<file path="src/step_motor_pkg.sv">
`default_nettype none

package step_motor_pkg;

	localparam int SPEED_W  = 16;
	localparam int STEP_W   = 16;
	localparam int TABLE_AW = 9;
	localparam int MS_W     = 3;
	localparam int APB_AW   = 13;

	typedef logic [SPEED_W-1:0]  speed_t;
	typedef logic [STEP_W-1:0]   step_t;
	typedef logic [TABLE_AW-1:0] table_addr_t;
	typedef logic [MS_W-1:0]     ms_t;
	typedef logic [APB_AW-1:0]   apb_addr_t;
	typedef logic [31:0]         apb_data_t;

	localparam apb_addr_t REG_CTRL        = 13'h0000;
	localparam apb_addr_t REG_SPEED       = 13'h0004;
	localparam apb_addr_t REG_STEPS       = 13'h0008;
	localparam apb_addr_t REG_STROKE      = 13'h000C;
	localparam apb_addr_t REG_RAMP        = 13'h0010;
	localparam apb_addr_t REG_PRESCALE    = 13'h0014;
	localparam apb_addr_t REG_STATUS      = 13'h0018;
	localparam apb_addr_t REG_POSITION    = 13'h001C;
	localparam apb_addr_t ACCE_TABLE_BASE = 13'h0800;
	localparam apb_addr_t DEAC_TABLE_BASE = 13'h1000;

	typedef enum logic [1:0] {
		IDLE    = 2'b00,
		PREPARE = 2'b10,
		RUNNING = 2'b11
	} motor_state_e;

endpackage

`default_nettype wire

</file>
<file path="src/step_motor_core.sv">
`timescale 1ns/1ps
`default_nettype none

module step_motor_core #(
	parameter int SPEED_W       = step_motor_pkg::SPEED_W,
	parameter int STEP_W        = step_motor_pkg::STEP_W,
	parameter int TABLE_AW      = step_motor_pkg::TABLE_AW,
	parameter int MS_W          = step_motor_pkg::MS_W,
	parameter int REVERSE_DELAY = 4
) (
	input  logic                clk,
	input  logic                resetn,
	input  logic                i_tick,
	input  logic                i_start,
	input  logic                i_stop,
	input  logic                i_dir,
	input  logic [MS_W-1:0]     i_ms,
	input  logic [SPEED_W-1:0]  i_speed,
	input  logic [STEP_W-1:0]   i_steps,
	input  logic [TABLE_AW-1:0] i_acce_len,
	input  logic [TABLE_AW-1:0] i_deac_len,
	output logic                o_acce_re,
	output logic [TABLE_AW-1:0] o_acce_addr,
	input  logic [SPEED_W-1:0]  i_acce_data,
	output logic                o_deac_re,
	output logic [TABLE_AW-1:0] o_deac_addr,
	input  logic [SPEED_W-1:0]  i_deac_data,
	input  logic                i_zpsign,
	input  logic                i_tpsign,
	output logic                o_step,
	output logic                o_dir,
	output logic [MS_W-1:0]     o_ms,
	output logic                o_busy,
	output logic [SPEED_W-1:0]  o_cur_speed
);

	localparam int REV_W = $clog2(REVERSE_DELAY);

	step_motor_pkg::motor_state_e state;

	logic [SPEED_W-1:0] speed_max;
	logic [SPEED_W-1:0] speed_var;
	logic [SPEED_W-1:0] speed_cnt;
	logic [STEP_W-1:0]  step_cnt;
	logic [STEP_W-1:0]  step_remain;
	logic [REV_W-1:0]   rev_cnt;
	logic [4:0]         rd_pipe;
	logic               rd_en;
	logic               start_pend;
	logic               stop_pend;
	logic               step_done;
	logic               acce_ing;
	logic               deac_ing;
	logic               is_idle;
	logic               is_running;
	logic               should_start;
	logic               half_done;
	logic               step_edge;
	logic               should_stop;

	assign is_idle      = (state == step_motor_pkg::IDLE);
	assign is_running   = (state == step_motor_pkg::RUNNING);
	assign should_start = i_tick && start_pend && is_idle;
	assign half_done    = (speed_cnt == '0);
	// a step completes when the high half runs out
	assign step_edge    = half_done && o_step;
	assign should_stop  = (step_done && half_done) || (i_tpsign && !o_dir) || (i_zpsign && o_dir);
	assign o_busy       = !is_idle;

	// requests wait for the next tick
	always_ff @(posedge clk) begin
		if (!resetn) begin
			start_pend <= 1'b0;
			stop_pend  <= 1'b0;
		end else begin
			if (start_pend) begin
				if (i_tick) start_pend <= 1'b0;
			end else if (i_start && is_idle) begin
				start_pend <= 1'b1;
			end
			if (stop_pend) begin
				if (i_tick) stop_pend <= 1'b0;
			end else if (i_stop && !is_idle) begin
				stop_pend <= 1'b1;
			end
		end
	end

	always_ff @(posedge clk) begin
		if (!resetn) begin
			o_dir <= 1'b0;
			o_ms  <= '0;
		end else if (should_start) begin
			o_dir <= i_dir;
			o_ms  <= i_ms;
		end
	end

	always_ff @(posedge clk) begin
		if (should_start) begin
			speed_max <= i_speed;
		end
	end

	always_ff @(posedge clk) begin
		if (!resetn) begin
			state   <= step_motor_pkg::IDLE;
			rev_cnt <= '0;
		end else if (i_tick) begin
			case (state)
			step_motor_pkg::IDLE: begin
				rev_cnt <= '0;
				if (start_pend) begin
					state <= (o_dir == i_dir) ? step_motor_pkg::RUNNING : step_motor_pkg::PREPARE;
				end
			end
			step_motor_pkg::PREPARE: begin
				rev_cnt <= rev_cnt + 1'b1;
				if (stop_pend) begin
					state <= step_motor_pkg::IDLE;
				end else if (rev_cnt == REV_W'(REVERSE_DELAY - 2)) begin
					state <= step_motor_pkg::RUNNING;
				end
			end
			default: begin
				if (stop_pend || should_stop) begin
					state <= step_motor_pkg::IDLE;
				end
			end
			endcase
		end
	end

	always_ff @(posedge clk) begin
		if (!resetn) begin
			step_cnt    <= '0;
			step_remain <= '0;
			step_done   <= 1'b0;
			speed_cnt   <= '0;
			o_step      <= 1'b0;
		end else if (i_tick) begin
			if (!is_running) begin
				step_done <= 1'b0;
				o_step    <= 1'b0;
				if (is_idle) speed_cnt <= '0;
				if (should_start) begin
					step_cnt    <= '0;
					step_remain <= i_steps - 1'b1;
				end
			end else begin
				speed_cnt <= half_done ? o_cur_speed : speed_cnt - 1'b1;
				if (half_done && !step_done) o_step <= !o_step;
				if (step_edge) begin
					step_cnt    <= step_cnt + 1'b1;
					step_remain <= step_remain - 1'b1;
					if (step_remain == '0) step_done <= 1'b1;
				end
			end
		end
	end

	// table lookup on start and after every completed step
	always_ff @(posedge clk) begin
		if (!resetn) begin
			rd_en   <= 1'b0;
			rd_pipe <= '0;
		end else begin
			rd_en   <= !rd_en && i_tick && ((is_idle && start_pend) || (is_running && step_edge));
			rd_pipe <= {rd_pipe[3:0], rd_en};
		end
	end

	always_ff @(posedge clk) begin
		if (rd_en) begin
			acce_ing <= (step_cnt < STEP_W'(i_acce_len));
			deac_ing <= (step_remain < STEP_W'(i_deac_len));
		end
		if (rd_pipe[0]) begin
			o_acce_addr <= acce_ing ? TABLE_AW'(step_cnt) : i_acce_len;
			o_deac_addr <= deac_ing ? TABLE_AW'(step_remain) : i_deac_len;
		end
		if (rd_pipe[3]) begin
			speed_var <= (i_acce_data > i_deac_data) ? i_acce_data : i_deac_data;
		end
	end

	assign o_acce_re = rd_pipe[1];
	assign o_deac_re = rd_pipe[1];

	// slowest of the two ramps and the commanded speed
	always_ff @(posedge clk) begin
		if (!resetn) begin
			o_cur_speed <= '0;
		end else if (rd_pipe[4]) begin
			o_cur_speed <= (speed_var > speed_max) ? speed_var : speed_max;
		end
	end

endmodule

`default_nettype wire

</file>
<file path="config.mk">
export PLATFORM = sky130hd
export DESIGN_NAME = step_motor_core
export DESIGN_NICKNAME = d
export VERILOG_FILES = /design/src/step_motor_pkg.sv /design/src/step_motor_core.sv
export SDC_FILE = /design/constraint.sdc
export NUM_CORES = 1
export LEC_CHECK = 0
export BUFFER_PORTS_ARGS = -buffer_cell sky130_fd_sc_hd__buf_2
export CORE_MARGIN = 2
export CORE_UTILIZATION = 57
export DETAILED_ROUTE_END_ITERATION = 12
export PLACE_DENSITY = 0.79
export SETUP_SLACK_MARGIN = 0.4
export SYNTH_ARGS = -nofsm -noshare
export SYNTH_HDL_FRONTEND = slang
export SYNTH_SLANG_ARGS = --single-unit
export TNS_END_PERCENT = 20
</file>
<file path="constraint.sdc">
create_clock -name clk -period 3.8 [get_ports clk]
set_input_delay 0.38 -clock clk [delete_from_list [all_inputs] [get_ports clk]]
set_output_delay 0.38 -clock clk [all_outputs]
set_load 0.005 [all_outputs]
</file>
==> flow_metrics.py, run 1 <==
metrics = {
    "worst_setup_path": {
        "timing.critical_path.slowest_cell_delay_ns": 0.80,
        "rr_startpoint": "state[1]",
        "crit_path_max_fanout": 27,
        "crit_required_ns": 4.15,
        "setup.worst_path.start": "state[1]",
        "critical_path.most_common_cell": "sky130_fd_sc_hd__ha_1",
        "crit_arrival_ns": 3.43,
        "rr_endpoint": "step_remain[12]",
        "reg2reg_setup_slack_ns": 0.72,
        "worst-setup-path-type": "reg2reg",
        "timing.reg2reg.worst_path_depth": 8,
        "slowest_stage": "sky130_fd_sc_hd__ha_1",
        "crit_path_launch_type": "flip-flop",
        "worst_path_cell_trace": "ha_1, mux2i_1, ha_1, o211ai_1, nor3_1, nand3_1, o221a_2, a21oi_1",
        "end_kind": "flip-flop",
    },
    "cts": {
        "cts_post_setup_buffers_inserted": 0,
        "post_cts_hold_buffer_count": 0,
        "cts_max_level": 4,
        "tritoncts": "done",
        "cts_inserted_buffers": 17,
        "clkTransAtPathRegs_ns": 0.06,
        "clock_sink_count": 134,
        "insertion_delay_ns": 0.42,
        "root_buffer": "sky130_fd_sc_hd__clkbuf_16",
        "cts-resized-gates": 0,
        "clockBufferDepth": 2,
    },
    "yosys": {
        "ranking_of_synthesized_cells_by_area": "sky130_fd_sc_hd__dfxtp_1 (21%), sky130_fd_sc_hd__edfxtp_1 (20%), sky130_fd_sc_hd__ha_1 (8.9%)",
        "post_synth.cell_area_avg_um2": 9.00,
        "synth_commonest_cells": "sky130_fd_sc_hd__nand2_1 (87), sky130_fd_sc_hd__dfxtp_1 (82), sky130_fd_sc_hd__o21ai_0 (68)",
        "async_flop_share": 0,
        "yosys_warnings": 0,
        "syn_inst": 874,
        "synthMostInstantiatedCell": "sky130_fd_sc_hd__nand2_1",
        "ys.flop_type": "sky130_fd_sc_hd__dfxtp_1",
        "netlist_area_um2": 7860,
        "ys_ff_latch": 134,
        "postSynthNetCount": 1023,
        "synthDominantAreaCellType": "sky130_fd_sc_hd__dfxtp_1",
        "synth_edf_count": 52,
        "yosysTopAreaCellShare": 0.209,
        "synth_cell_types": 71,
        "seq_area_frac_synth": 0.407,
    },
    "power_and_ir_drop": {
        "share_clk_of_total_power": 0.411,
        "ir_drop_mv": 0.323,
        "reported_leakage_power_nw": 3.83,
        "power_density_nw_per_um2": 404,
        "seqPwrFrac": 0.437,
        "netSwitchingFraction": 0.260,
        "internal_power_of_the_cells_mw": 2.74,
        "combPwrFrac": 0.152,
        "net-switching-power_uw": 963,
    },
    "sta": {
        "clock-skew-final_ns": 0.00737,
        "holdWs_ns": 0.135,
        "setup_viol": 0,
        "worstMarginPinSlew_ns": 0.947,
        "final-hold-violation-count": 0,
        "rsz0062_at_grt": "no",
        "fmax_ghz": 0.324,
        "layout_min_cycle_time_ns": 3.08,
        "maxSlewViolCount": 0,
        "timing.max_slew.rel_slack": 0.369,
        "layout_worst_path_cycle_share": 0.811,
        "fin_setup_tns_ns": 0,
    },
    "global_routing": {
        "grt_max_degree": 46,
        "wire_length_of_the_first_global_routing_pass_um": 30100,
        "antenna_found_initial": 0,
        "grtUsageTotal": 0.254,
        "grt_remaining_overflow": 0,
        "vias_in_the_first_global_route": 6559,
    },
    "place": {
        "placement.io_buffers": 134,
        "post-dp-hpwl_um": 12800,
        "gp_congestion": 0.906,
    },
    "die": {
        "floorplan.io_pins": 135,
        "fp.dieH_um": 121,
        "design.core.area_um2": 13300,
        "die_width_um": 121,
        "dieArea_um2": 14800,
        "initial_utilization": 0.589,
        "rows": 42,
    },
    "drt": {
        "routed-via-count": 6808,
        "drt_drc_violations_left": 0,
        "drt-pass1-iter-count": 5,
        "met3WireLength_um": 1210,
        "detail_route.iter0.violations": 469,
        "wl_met1_um": 7550,
        "viasPerCell": 5.75,
        "met2_wirelength_um": 8790,
        "drt_wl_total_um": 18000,
        "routed.top_layer": "met4",
        "route.antenna.remaining_nets": 0,
        "route.detailed.wl_per_inst_um": 15.2,
    },
    "final_layout": {
        "sequential_cell_area_um2": 3200,
        "layout.filler_cells": 1123,
        "post_route_cells_drive_above_1_share": 0.198,
        "area_growth_pct": 16.6,
        "design.final.nets": 1143,
        "num_antenna_cells": 0,
        "multiInputGateArea_um2": 4200,
    },
    "hold_path": {
        "holdCritStartpoint": "i_speed[0]",
        "worstHoldPathCells": 1,
        "timing.hold.worst_endpoint": "speed_max[0]",
        "worst_hold_path_type": "in2reg",
    },
    "outcome": {
        "run_status": "completed",
    },
    "run": {
        "max_cap_check_violation_count": 0,
    },
}
## metrics by stage
stage	std cells	worst slack, ns	util	total power [mW]	cell area [um^2]
4_1_cts	1183	0.768	0.687	3.72	9170
6_report	1183	0.717	0.687	3.70	9170
5_1_grt	1183	0.475	0.687	3.86	9170
3_5_place_dp	1151	0.788	0.647	2.20	8630
3_3_place_gp	1151	0.887	0.647	2.19	8630
2_1_floorplan	874	0.900	-	2.02	7860
## worst max path at each step
stage,endpoint,cells after the start
final,step_remain[12],8
after detailed placement,step_remain[12],8
after CTS,step_remain[12],8
after global placement,step_remain[12],8
after global routing,step_remain[12],8
after floorplan,step_remain[12],12
## state kept, by name, indices dropped and copies added (netlist names), 2 cells and up
| register | count |
|---|---|
| o_acce_addr | 9 |
| o_cur_speed | 16 |
| o_deac_addr | 9 |
| o_ms | 3 |
| rd_pipe | 5 |
| rev_cnt | 2 |
| speed_cnt | 16 |
| speed_max | 16 |
| speed_var | 16 |
| state | 2 |
| step_cnt | 16 |
| step_remain | 16 |
## cells by family after synthesis
family,share of synthesized area
simple gates,0.170
compound gates,0.203
flops,0.407
buf+inv,0.0587
fa+ha+maj,0.0891
xor+xnor,0.0334
mux,0.0385
## layer usage
layer / vias to the layer above / GRT usage
li1: 3409 / -
met1: 3148 / 0.296
met2: 216 / 0.445
met3: 35 / 0.0606
met4: 0 / 0.110
met5: - / 0
## power groups by stage
stage | Sequential, mW | Clock, mW | Combinational, mW
after detailed placement | 1.65 | 0 | 0.555
after floorplan | 1.63 | 0 | 0.390
after global placement | 1.64 | 0 | 0.544
after CTS | 1.62 | 1.54 | 0.561
final | 1.62 | 1.52 | 0.561
after global routing | 1.63 | 1.60 | 0.633
## worst max-delay path: cells and delay by family (launching register included)
family | cells | cell delay (ns)
and+or+nand+nor | 2 | 0.55
adders and majority gates | 2 | 1.10
DFF | 1 | 0.38
AOI/OAI and AO/OA | 3 | 0.66
muxes | 1 | 0.32
## final cells by class
cell class              instances  area share
clock inverters                 5     0.00505
flip-flops and latches        134       0.349
clock buffers                  27      0.0539
well taps                     176      0.0240
inverters                      68      0.0278
multi-input cells             628       0.458
repair buffers                145      0.0821
## cell usage in the layout (no fill, tap or decap), types with 18 or more instances in the layout
cell type | synthesis | final
sky130_fd_sc_hd__xnor2_1 | 21 | 21
sky130_fd_sc_hd__clkbuf_16 | 0 | 18
sky130_fd_sc_hd__o21ai_0 | 68 | 68
sky130_fd_sc_hd__dfxtp_1 | 82 | 82
sky130_fd_sc_hd__a21oi_1 | 53 | 53
sky130_fd_sc_hd__buf_2 | 5 | 134
sky130_fd_sc_hd__edfxtp_1 | 52 | 52
sky130_fd_sc_hd__nor3_1 | 19 | 19
sky130_fd_sc_hd__nand2_1 | 87 | 87
sky130_fd_sc_hd__nand3_1 | 43 | 43
sky130_fd_sc_hd__a31oi_1 | 21 | 21
sky130_fd_sc_hd__nor2_1 | 53 | 53
sky130_fd_sc_hd__inv_1 | 67 | 67
sky130_fd_sc_hd__mux2_2 | 18 | 18
sky130_fd_sc_hd__ha_1 | 56 | 56
Power figures use the tool's default switching activity.
==> inputs of run 2 (changes only) <==
--- a/config.mk
+++ b/config.mk
@@ -5,6 +5,7 @@
 export SDC_FILE = /design/constraint.sdc
 export NUM_CORES = 1
 export LEC_CHECK = 0
+export ABC_AREA = 1
 export BUFFER_PORTS_ARGS = -buffer_cell sky130_fd_sc_hd__buf_2
 export CORE_MARGIN = 2
 export CORE_UTILIZATION = 57
==> constraint.sdc (replaced) <==
create_clock -name clk -period 2.9 [get_ports clk]
set_input_delay 0.29 -clock clk [delete_from_list [all_inputs] [get_ports clk]]
set_output_delay 0.29 -clock clk [all_outputs]
set_load 0.005 [all_outputs]
==> run 2 against run 1 <==
- fmax up 38%
- sequential power is 33% higher
- wire length grew 4.4%
- clock skew is 0.0014 ns higher
- first-iteration DRC count is 47% higher
- design area barely moved
- final cell count grew 15%
- largest cell class unchanged
==> flow_metrics.py, run 2 <==
metrics = {
    "outcome": {
        "run_status": "completed",
    },
    "cts": {
        "cts-resized-gates": 0,
        "cts_inserted_buffers": 17,
        "tritoncts": "done",
        "root_buffer": "sky130_fd_sc_hd__clkbuf_16",
        "clkTransAtPathRegs_ns": 0.06,
        "cts_max_level": 4,
        "post_cts_hold_buffer_count": 0,
        "insertion_delay_ns": 0.42,
        "cts_post_setup_buffers_inserted": 0,
        "clockBufferDepth": 2,
        "clock_sink_count": 134,
    },
    "sta": {
        "worstMarginPinSlew_ns": 0.933,
        "clock-skew-final_ns": 0.00876,
        "final-hold-violation-count": 0,
        "fin_setup_tns_ns": 0,
        "holdWs_ns": 0.0495,
        "rsz0062_at_grt": "no",
        "fmax_ghz": 0.447,
        "timing.max_slew.rel_slack": 0.377,
        "layout_worst_path_cycle_share": 0.772,
        "layout_min_cycle_time_ns": 2.24,
        "maxSlewViolCount": 0,
        "setup_viol": 0,
    },
    "yosys": {
        "synth_commonest_cells": "sky130_fd_sc_hd__nand2_1 (247), sky130_fd_sc_hd__inv_1 (136), sky130_fd_sc_hd__a21oi_1 (87)",
        "synthMostInstantiatedCell": "sky130_fd_sc_hd__nand2_1",
        "ys.flop_type": "sky130_fd_sc_hd__dfxtp_1",
        "post_synth.cell_area_avg_um2": 7.53,
        "synth_cell_types": 42,
        "ys_ff_latch": 134,
        "ranking_of_synthesized_cells_by_area": "sky130_fd_sc_hd__dfxtp_1 (21%), sky130_fd_sc_hd__edfxtp_1 (20%), sky130_fd_sc_hd__nand2_1 (12%)",
        "yosys_warnings": 0,
        "yosysTopAreaCellShare": 0.208,
        "synth_edf_count": 52,
        "postSynthNetCount": 1195,
        "netlist_area_um2": 7880,
        "async_flop_share": 0,
        "syn_inst": 1046,
        "seq_area_frac_synth": 0.406,
        "synthDominantAreaCellType": "sky130_fd_sc_hd__dfxtp_1",
    },
    "drt": {
        "met3WireLength_um": 1230,
        "drt_drc_violations_left": 0,
        "wl_met1_um": 8580,
        "drt_wl_total_um": 18800,
        "met2_wirelength_um": 8650,
        "drt-pass1-iter-count": 8,
        "route.antenna.remaining_nets": 0,
        "routed.top_layer": "met4",
        "viasPerCell": 5.40,
        "detail_route.iter0.violations": 691,
        "route.detailed.wl_per_inst_um": 13.8,
        "routed-via-count": 7341,
    },
    "hold_path": {
        "worst_hold_path_type": "in2reg",
    },
    "die": {
        "rows": 42,
        "fp.dieH_um": 122,
        "die_width_um": 122,
        "floorplan.io_pins": 135,
        "initial_utilization": 0.590,
        "dieArea_um2": 14800,
        "design.core.area_um2": 13300,
    },
    "worst_setup_path": {
        "crit_path_max_fanout": 16,
        "worst_path_cell_trace": "inv_1, ha_1, a21oi_1, nor2_1, nor2_1, nand2_1, nand2_1, nand2_1, nand2_1, nand2_1, nand3_1, a21oi_1",
        "crit_path_launch_type": "flip-flop",
        "crit_arrival_ns": 2.50,
        "crit_required_ns": 3.16,
        "critical_path.top_delay_family": "simple AND/OR/NAND/NOR gates",
        "timing.critical_path.buf_inv": 1,
        "end_kind": "flip-flop",
        "worst-setup-path-type": "reg2reg",
        "slowest_stage": "sky130_fd_sc_hd__nand2_1",
        "critical_path.most_common_cell": "sky130_fd_sc_hd__nand2_1",
        "timing.critical_path.slowest_cell_delay_ns": 0.40,
    },
    "final_layout": {
        "post_route_cells_drive_above_1_share": 0.164,
        "multiInputGateArea_um2": 3930,
        "mostFrequentLayoutCells": "sky130_fd_sc_hd__nand2_1 (247), sky130_fd_sc_hd__inv_1 (136), sky130_fd_sc_hd__buf_2 (134), sky130_fd_sc_hd__a21oi_1 (87), sky130_fd_sc_hd__dfxtp_1 (82)",
        "area_growth_pct": 16.5,
        "design.final.nets": 1321,
        "num_antenna_cells": 0,
        "layout.filler_cells": 1130,
        "layout.cell_area.non_filler_um2": 9180,
        "sequential_cell_area_um2": 3200,
        "layoutNonFillerInstCount": 1360,
        "mostFrequentLayoutCell": "sky130_fd_sc_hd__nand2_1",
    },
    "power_and_ir_drop": {
        "report.power.total_mw": 5.02,
        "ir_drop_mv": 0.444,
        "power_density_nw_per_um2": 546,
        "reported_leakage_power_nw": 4.24,
    },
    "global_routing": {
        "vias_in_the_first_global_route": 6804,
        "antenna_found_initial": 0,
        "grtUsageTotal": 0.264,
        "grt_max_degree": 51,
        "grt_remaining_overflow": 0,
        "wire_length_of_the_first_global_routing_pass_um": 31200,
    },
    "place": {
        "dp_cells": 1329,
        "post-dp-hpwl_um": 13500,
        "gp_congestion": 0.893,
        "placement.io_buffers": 134,
        "post_dp_cell_area_um2": 8650,
    },
    "run": {
        "max_cap_check_violation_count": 0,
    },
}
run 2: cell types whose count changed after synthesis, sizes merged, moves of 12 or more:
cell and change:
xnor2 -18, a31oi -18, nand2 +164, o21a -16
mux2 -18, a21boi -12, a21oi +37, inv +75
xor2 +15, o21ai +13, nand3 +33, nor2 +27
run 2: layout make-up:
type,instances,area share
multi-input combinational,730,0.429
sequential,134,0.349
timing repair buffer,146,0.0829
inverter,143,0.0585
clock buffer,26,0.0545
tap,176,0.0240
clock inverter,5,0.00273
run 2: routing by layer:
metal  global-route usage  vias up
li1                     -     3697
met1                0.368     3332
met2                0.407      281
met3               0.0609       31
met4               0.0898        0
met5                    0        -
run 2: stage by stage:
stage | worst slack [ns] | util
after detailed placement | 0.642 | 0.648
after global routing | 0.447 | 0.688
final | 0.661 | 0.688
after CTS | 0.665 | 0.688
after floorplan | 0.995 | -
after global placement | 0.660 | 0.648
run 2: worst reg2reg max path, stage by stage, from the launching register on:
cell,delay (ns)
sky130_fd_sc_hd__edfxtp_1,0.37
sky130_fd_sc_hd__inv_1,0.10
sky130_fd_sc_hd__ha_1,0.26
sky130_fd_sc_hd__a21oi_1,0.20
sky130_fd_sc_hd__nor2_1,0.09
sky130_fd_sc_hd__nor2_1,0.13
sky130_fd_sc_hd__nand2_1,0.07
sky130_fd_sc_hd__nand2_1,0.05
sky130_fd_sc_hd__nand2_1,0.06
sky130_fd_sc_hd__nand2_1,0.40
sky130_fd_sc_hd__nand2_1,0.15
sky130_fd_sc_hd__nand3_1,0.13
sky130_fd_sc_hd__a21oi_1,0.09
run 2: final timing paths:
path | endpoint | from | cells past startpoint | slack (ns)
hold / removal | speed_max[5] | i_speed[5] | 1 | 0.05
setup / recovery | o_cur_speed[5] | speed_max[5] | 12 | 0.66
hold reg to reg | rd_pipe[3] | rd_pipe[2] | 2 | 0.42
setup reg to reg | o_cur_speed[5] | speed_max[5] | 12 | 0.66
run 2: kinds of logic after synthesis:
logic type | count (synthesis) | share of synthesized area
adder cells (fa/ha/maj) | 56 | 0.0889
XOR/XNOR | 27 | 0.0300
buffers and inverters | 182 | 0.0945
flip-flops | 134 | 0.406
AND/OR/NAND/NOR | 447 | 0.242
AO/OA/AOI/OAI | 200 | 0.139
run 2: where the power goes:
group	internal, mW	switching, mW
Clock	1.18	0.754
Sequential	2.08	0.0811
Combinational	0.331	0.589
Total	3.59	1.42
==> inputs of run 3 (changes only) <==
==> constraint.sdc (replaced) <==
create_clock -name clk -period 2.2 [get_ports clk]
set_input_delay 0.22 -clock clk [delete_from_list [all_inputs] [get_ports clk]]
set_output_delay 0.22 -clock clk [all_outputs]
set_load 0.005 [all_outputs]
==> run 3 against run 2 <==
- clock power up 39%
- die area unchanged
- register-to-register slack worse by 0.39 ns
- design area up 9.5%
- non-clock buffer count up 46
- utilization up 6.6 points
- worst setup slack worse by 0.39 ns
- first-iteration DRC count up 15%
- global-route usage up 1.9 points
==> flow_metrics.py, run 3 (synthesized netlist as in run 2, its figures left out) <==
metrics = {
    "worst_setup_path": {
        "crit_path_launch_type": "flip-flop",
        "crit_arrival_ns": 2.27,
        "timing.reg2reg.worst_path_depth": 9,
        "crit_required_ns": 2.54,
        "setup.worst_path.start": "state[1]",
        "reg2reg_setup_slack_ns": 0.27,
        "worst-setup-path-type": "reg2reg",
        "crit_end": "step_cnt[5]",
        "rr_endpoint": "step_cnt[5]",
        "rr_startpoint": "state[1]",
        "crit_path_max_fanout": 8,
        "end_kind": "flip-flop",
    },
    "sta": {
        "fmax_ghz": 0.517,
        "rsz0062_at_grt": "yes",
        "final-hold-violation-count": 0,
        "post_route_setup_slack_ns": 0.267,
        "worstMarginPinSlew_ns": 0.713,
        "setup_viol": 0,
        "layout_min_cycle_time_ns": 1.93,
        "maxSlewViolCount": 0,
        "fin_setup_tns_ns": 0,
        "clock-skew-final_ns": 0.00481,
        "layout_worst_path_cycle_share": 0.879,
        "timing.max_slew.rel_slack": 0.524,
    },
    "final_layout": {
        "num_antenna_cells": 0,
        "design.final.nets": 1367,
        "layout.filler_cells": 985,
        "mostFrequentLayoutCells": "sky130_fd_sc_hd__nand2_1 (237), sky130_fd_sc_hd__buf_2 (135), sky130_fd_sc_hd__inv_1 (130), sky130_fd_sc_hd__a21oi_1 (82), sky130_fd_sc_hd__dfxtp_1 (78)",
        "post_route_cells_drive_above_1_share": 0.229,
        "area_growth_pct": 27.6,
        "layoutNonFillerInstCount": 1406,
        "layout.cell_area.non_filler_um2": 10100,
        "mostFrequentLayoutCell": "sky130_fd_sc_hd__nand2_1",
    },
    "power_and_ir_drop": {
        "ir_drop_mv": 0.616,
        "net-switching-power_mw": 2.05,
        "netSwitchingFraction": 0.287,
        "internal_power_of_the_cells_mw": 5.08,
        "reported_leakage_power_nw": 4.58,
        "power_density_nw_per_um2": 709,
        "report.power.total_mw": 7.13,
        "seqPwrFrac": 0.402,
        "combPwrFrac": 0.221,
        "share_clk_of_total_power": 0.377,
    },
    "global_routing": {
        "wire_length_of_the_first_global_routing_pass_um": 33300,
        "grtUsageTotal": 0.284,
        "grt_remaining_overflow": 0,
        "vias_in_the_first_global_route": 7101,
        "grt_max_degree": 51,
        "antenna_found_initial": 0,
    },
    "place": {
        "gp_congestion": 0.914,
        "dp_cells": 1336,
        "placement.io_buffers": 134,
        "post_dp_cell_area_um2": 8770,
        "pre_cts_ws_ns": 0.160,
        "post-dp-hpwl_um": 13300,
    },
    "cts": {
        "clockBufferDepth": 2,
        "tritoncts": "done",
        "cts_max_level": 4,
        "insertion_delay_ns": 0.43,
        "cts_inserted_buffers": 17,
        "clkTransAtPathRegs_ns": 0.05,
        "root_buffer": "sky130_fd_sc_hd__clkbuf_16",
        "clock_sink_count": 134,
    },
    "drt": {
        "drt-pass1-iter-count": 6,
        "drt_drc_violations_left": 0,
        "route.antenna.remaining_nets": 0,
        "viasPerCell": 5.50,
        "route.detailed.wl_per_inst_um": 14.9,
        "detail_route.iter0.violations": 796,
        "drt_wl_total_um": 21000,
        "routed-via-count": 7734,
    },
    "die": {
        "floorplan.io_pins": 135,
        "rows": 42,
        "initial_utilization": 0.590,
        "dieArea_um2": 14800,
        "fp.dieH_um": 122,
        "die_width_um": 122,
        "design.core.area_um2": 13300,
    },
    "run": {
        "max_cap_check_violation_count": 0,
    },
    "outcome": {
        "run_status": "completed",
    },
    "hold_path": {
        "worst_hold_path_type": "in2reg",
    },
}
==> run 3: cell types whose count changed in the layout (fill, tap and decap cells not counted), sizes merged <==
cell         change
buf             +27
clkbuf           +6
clkinv           -3
dlygate4sd3     +16
==> run 3: area by class of cell <==
type	instances	area, um^2	area share
repair buffers	192	1310	0.130
clock inverters	2	10.0	0.000995
inverters	143	537	0.0534
flip-flops and latches	134	3210	0.319
well taps	176	220	0.0219
clock buffers	29	552	0.0549
multi-input cells	730	4220	0.419
==> run 3: routing by layer <==
layer,vias up,GRT usage,part of all wire
li1,3801,-,-
met1,3576,0.385,0.44
met2,323,0.451,0.47
met4,0,0.0869,0.016
met5,-,0,0
met3,34,0.0688,0.071
==> run 3: how the worst min path moves through the flow <==
stage,start,end,slack [ns],cells past startpoint
floorplan,i_speed[0],speed_max[0],0.32,0
global placement,i_speed[6],speed_max[6],0.40,1
detailed placement,i_speed[9],speed_max[9],0.40,1
CTS,i_ms[1],o_ms[1],0.01,3
global route,i_ms[0],o_ms[0],0.06,3
finish,i_ms[1],o_ms[1],0.02,3
==> run 3: stage by stage <==
step / util / hold WS (ns)
2_1_floorplan: - / 0.319
3_3_place_gp: 0.657 / 0.397
3_5_place_dp: 0.657 / 0.398
4_1_cts: 0.732 / 0.0111
5_1_grt: 0.753 / 0.0591
6_report: 0.753 / 0.0191
==> run 3: power by group through the flow <==
stage / clock, mW / combinational, mW / sequential, mW
finish: 2.69 / 1.58 / 2.87
global route: 2.81 / 1.73 / 2.89
CTS: 2.70 / 1.43 / 2.86
detailed placement: 0 / 1.27 / 2.90
global placement: 0 / 1.24 / 2.90
floorplan: 0 / 0.901 / 2.87
==> run 3: critical path, stage by stage, from the launching register on <==
cell                       delay, ns
sky130_fd_sc_hd__dfxtp_4        0.37
sky130_fd_sc_hd__ha_4           0.18
sky130_fd_sc_hd__buf_4          0.20
sky130_fd_sc_hd__nand2_1        0.16
sky130_fd_sc_hd__nand2_4        0.14
sky130_fd_sc_hd__a21boi_4       0.21
sky130_fd_sc_hd__buf_12         0.15
sky130_fd_sc_hd__buf_4          0.15
sky130_fd_sc_hd__nand3_1        0.09
sky130_fd_sc_hd__a21oi_1        0.19
==> run 3: timing repair <==
action,CTS,global route
pin swaps,12,22
resized for setup,41,38
setup endpoints to repair,52,71
setup buffers,11,6
hold endpoints to repair,16,0
hold buffers,16,0
cloned,2,4
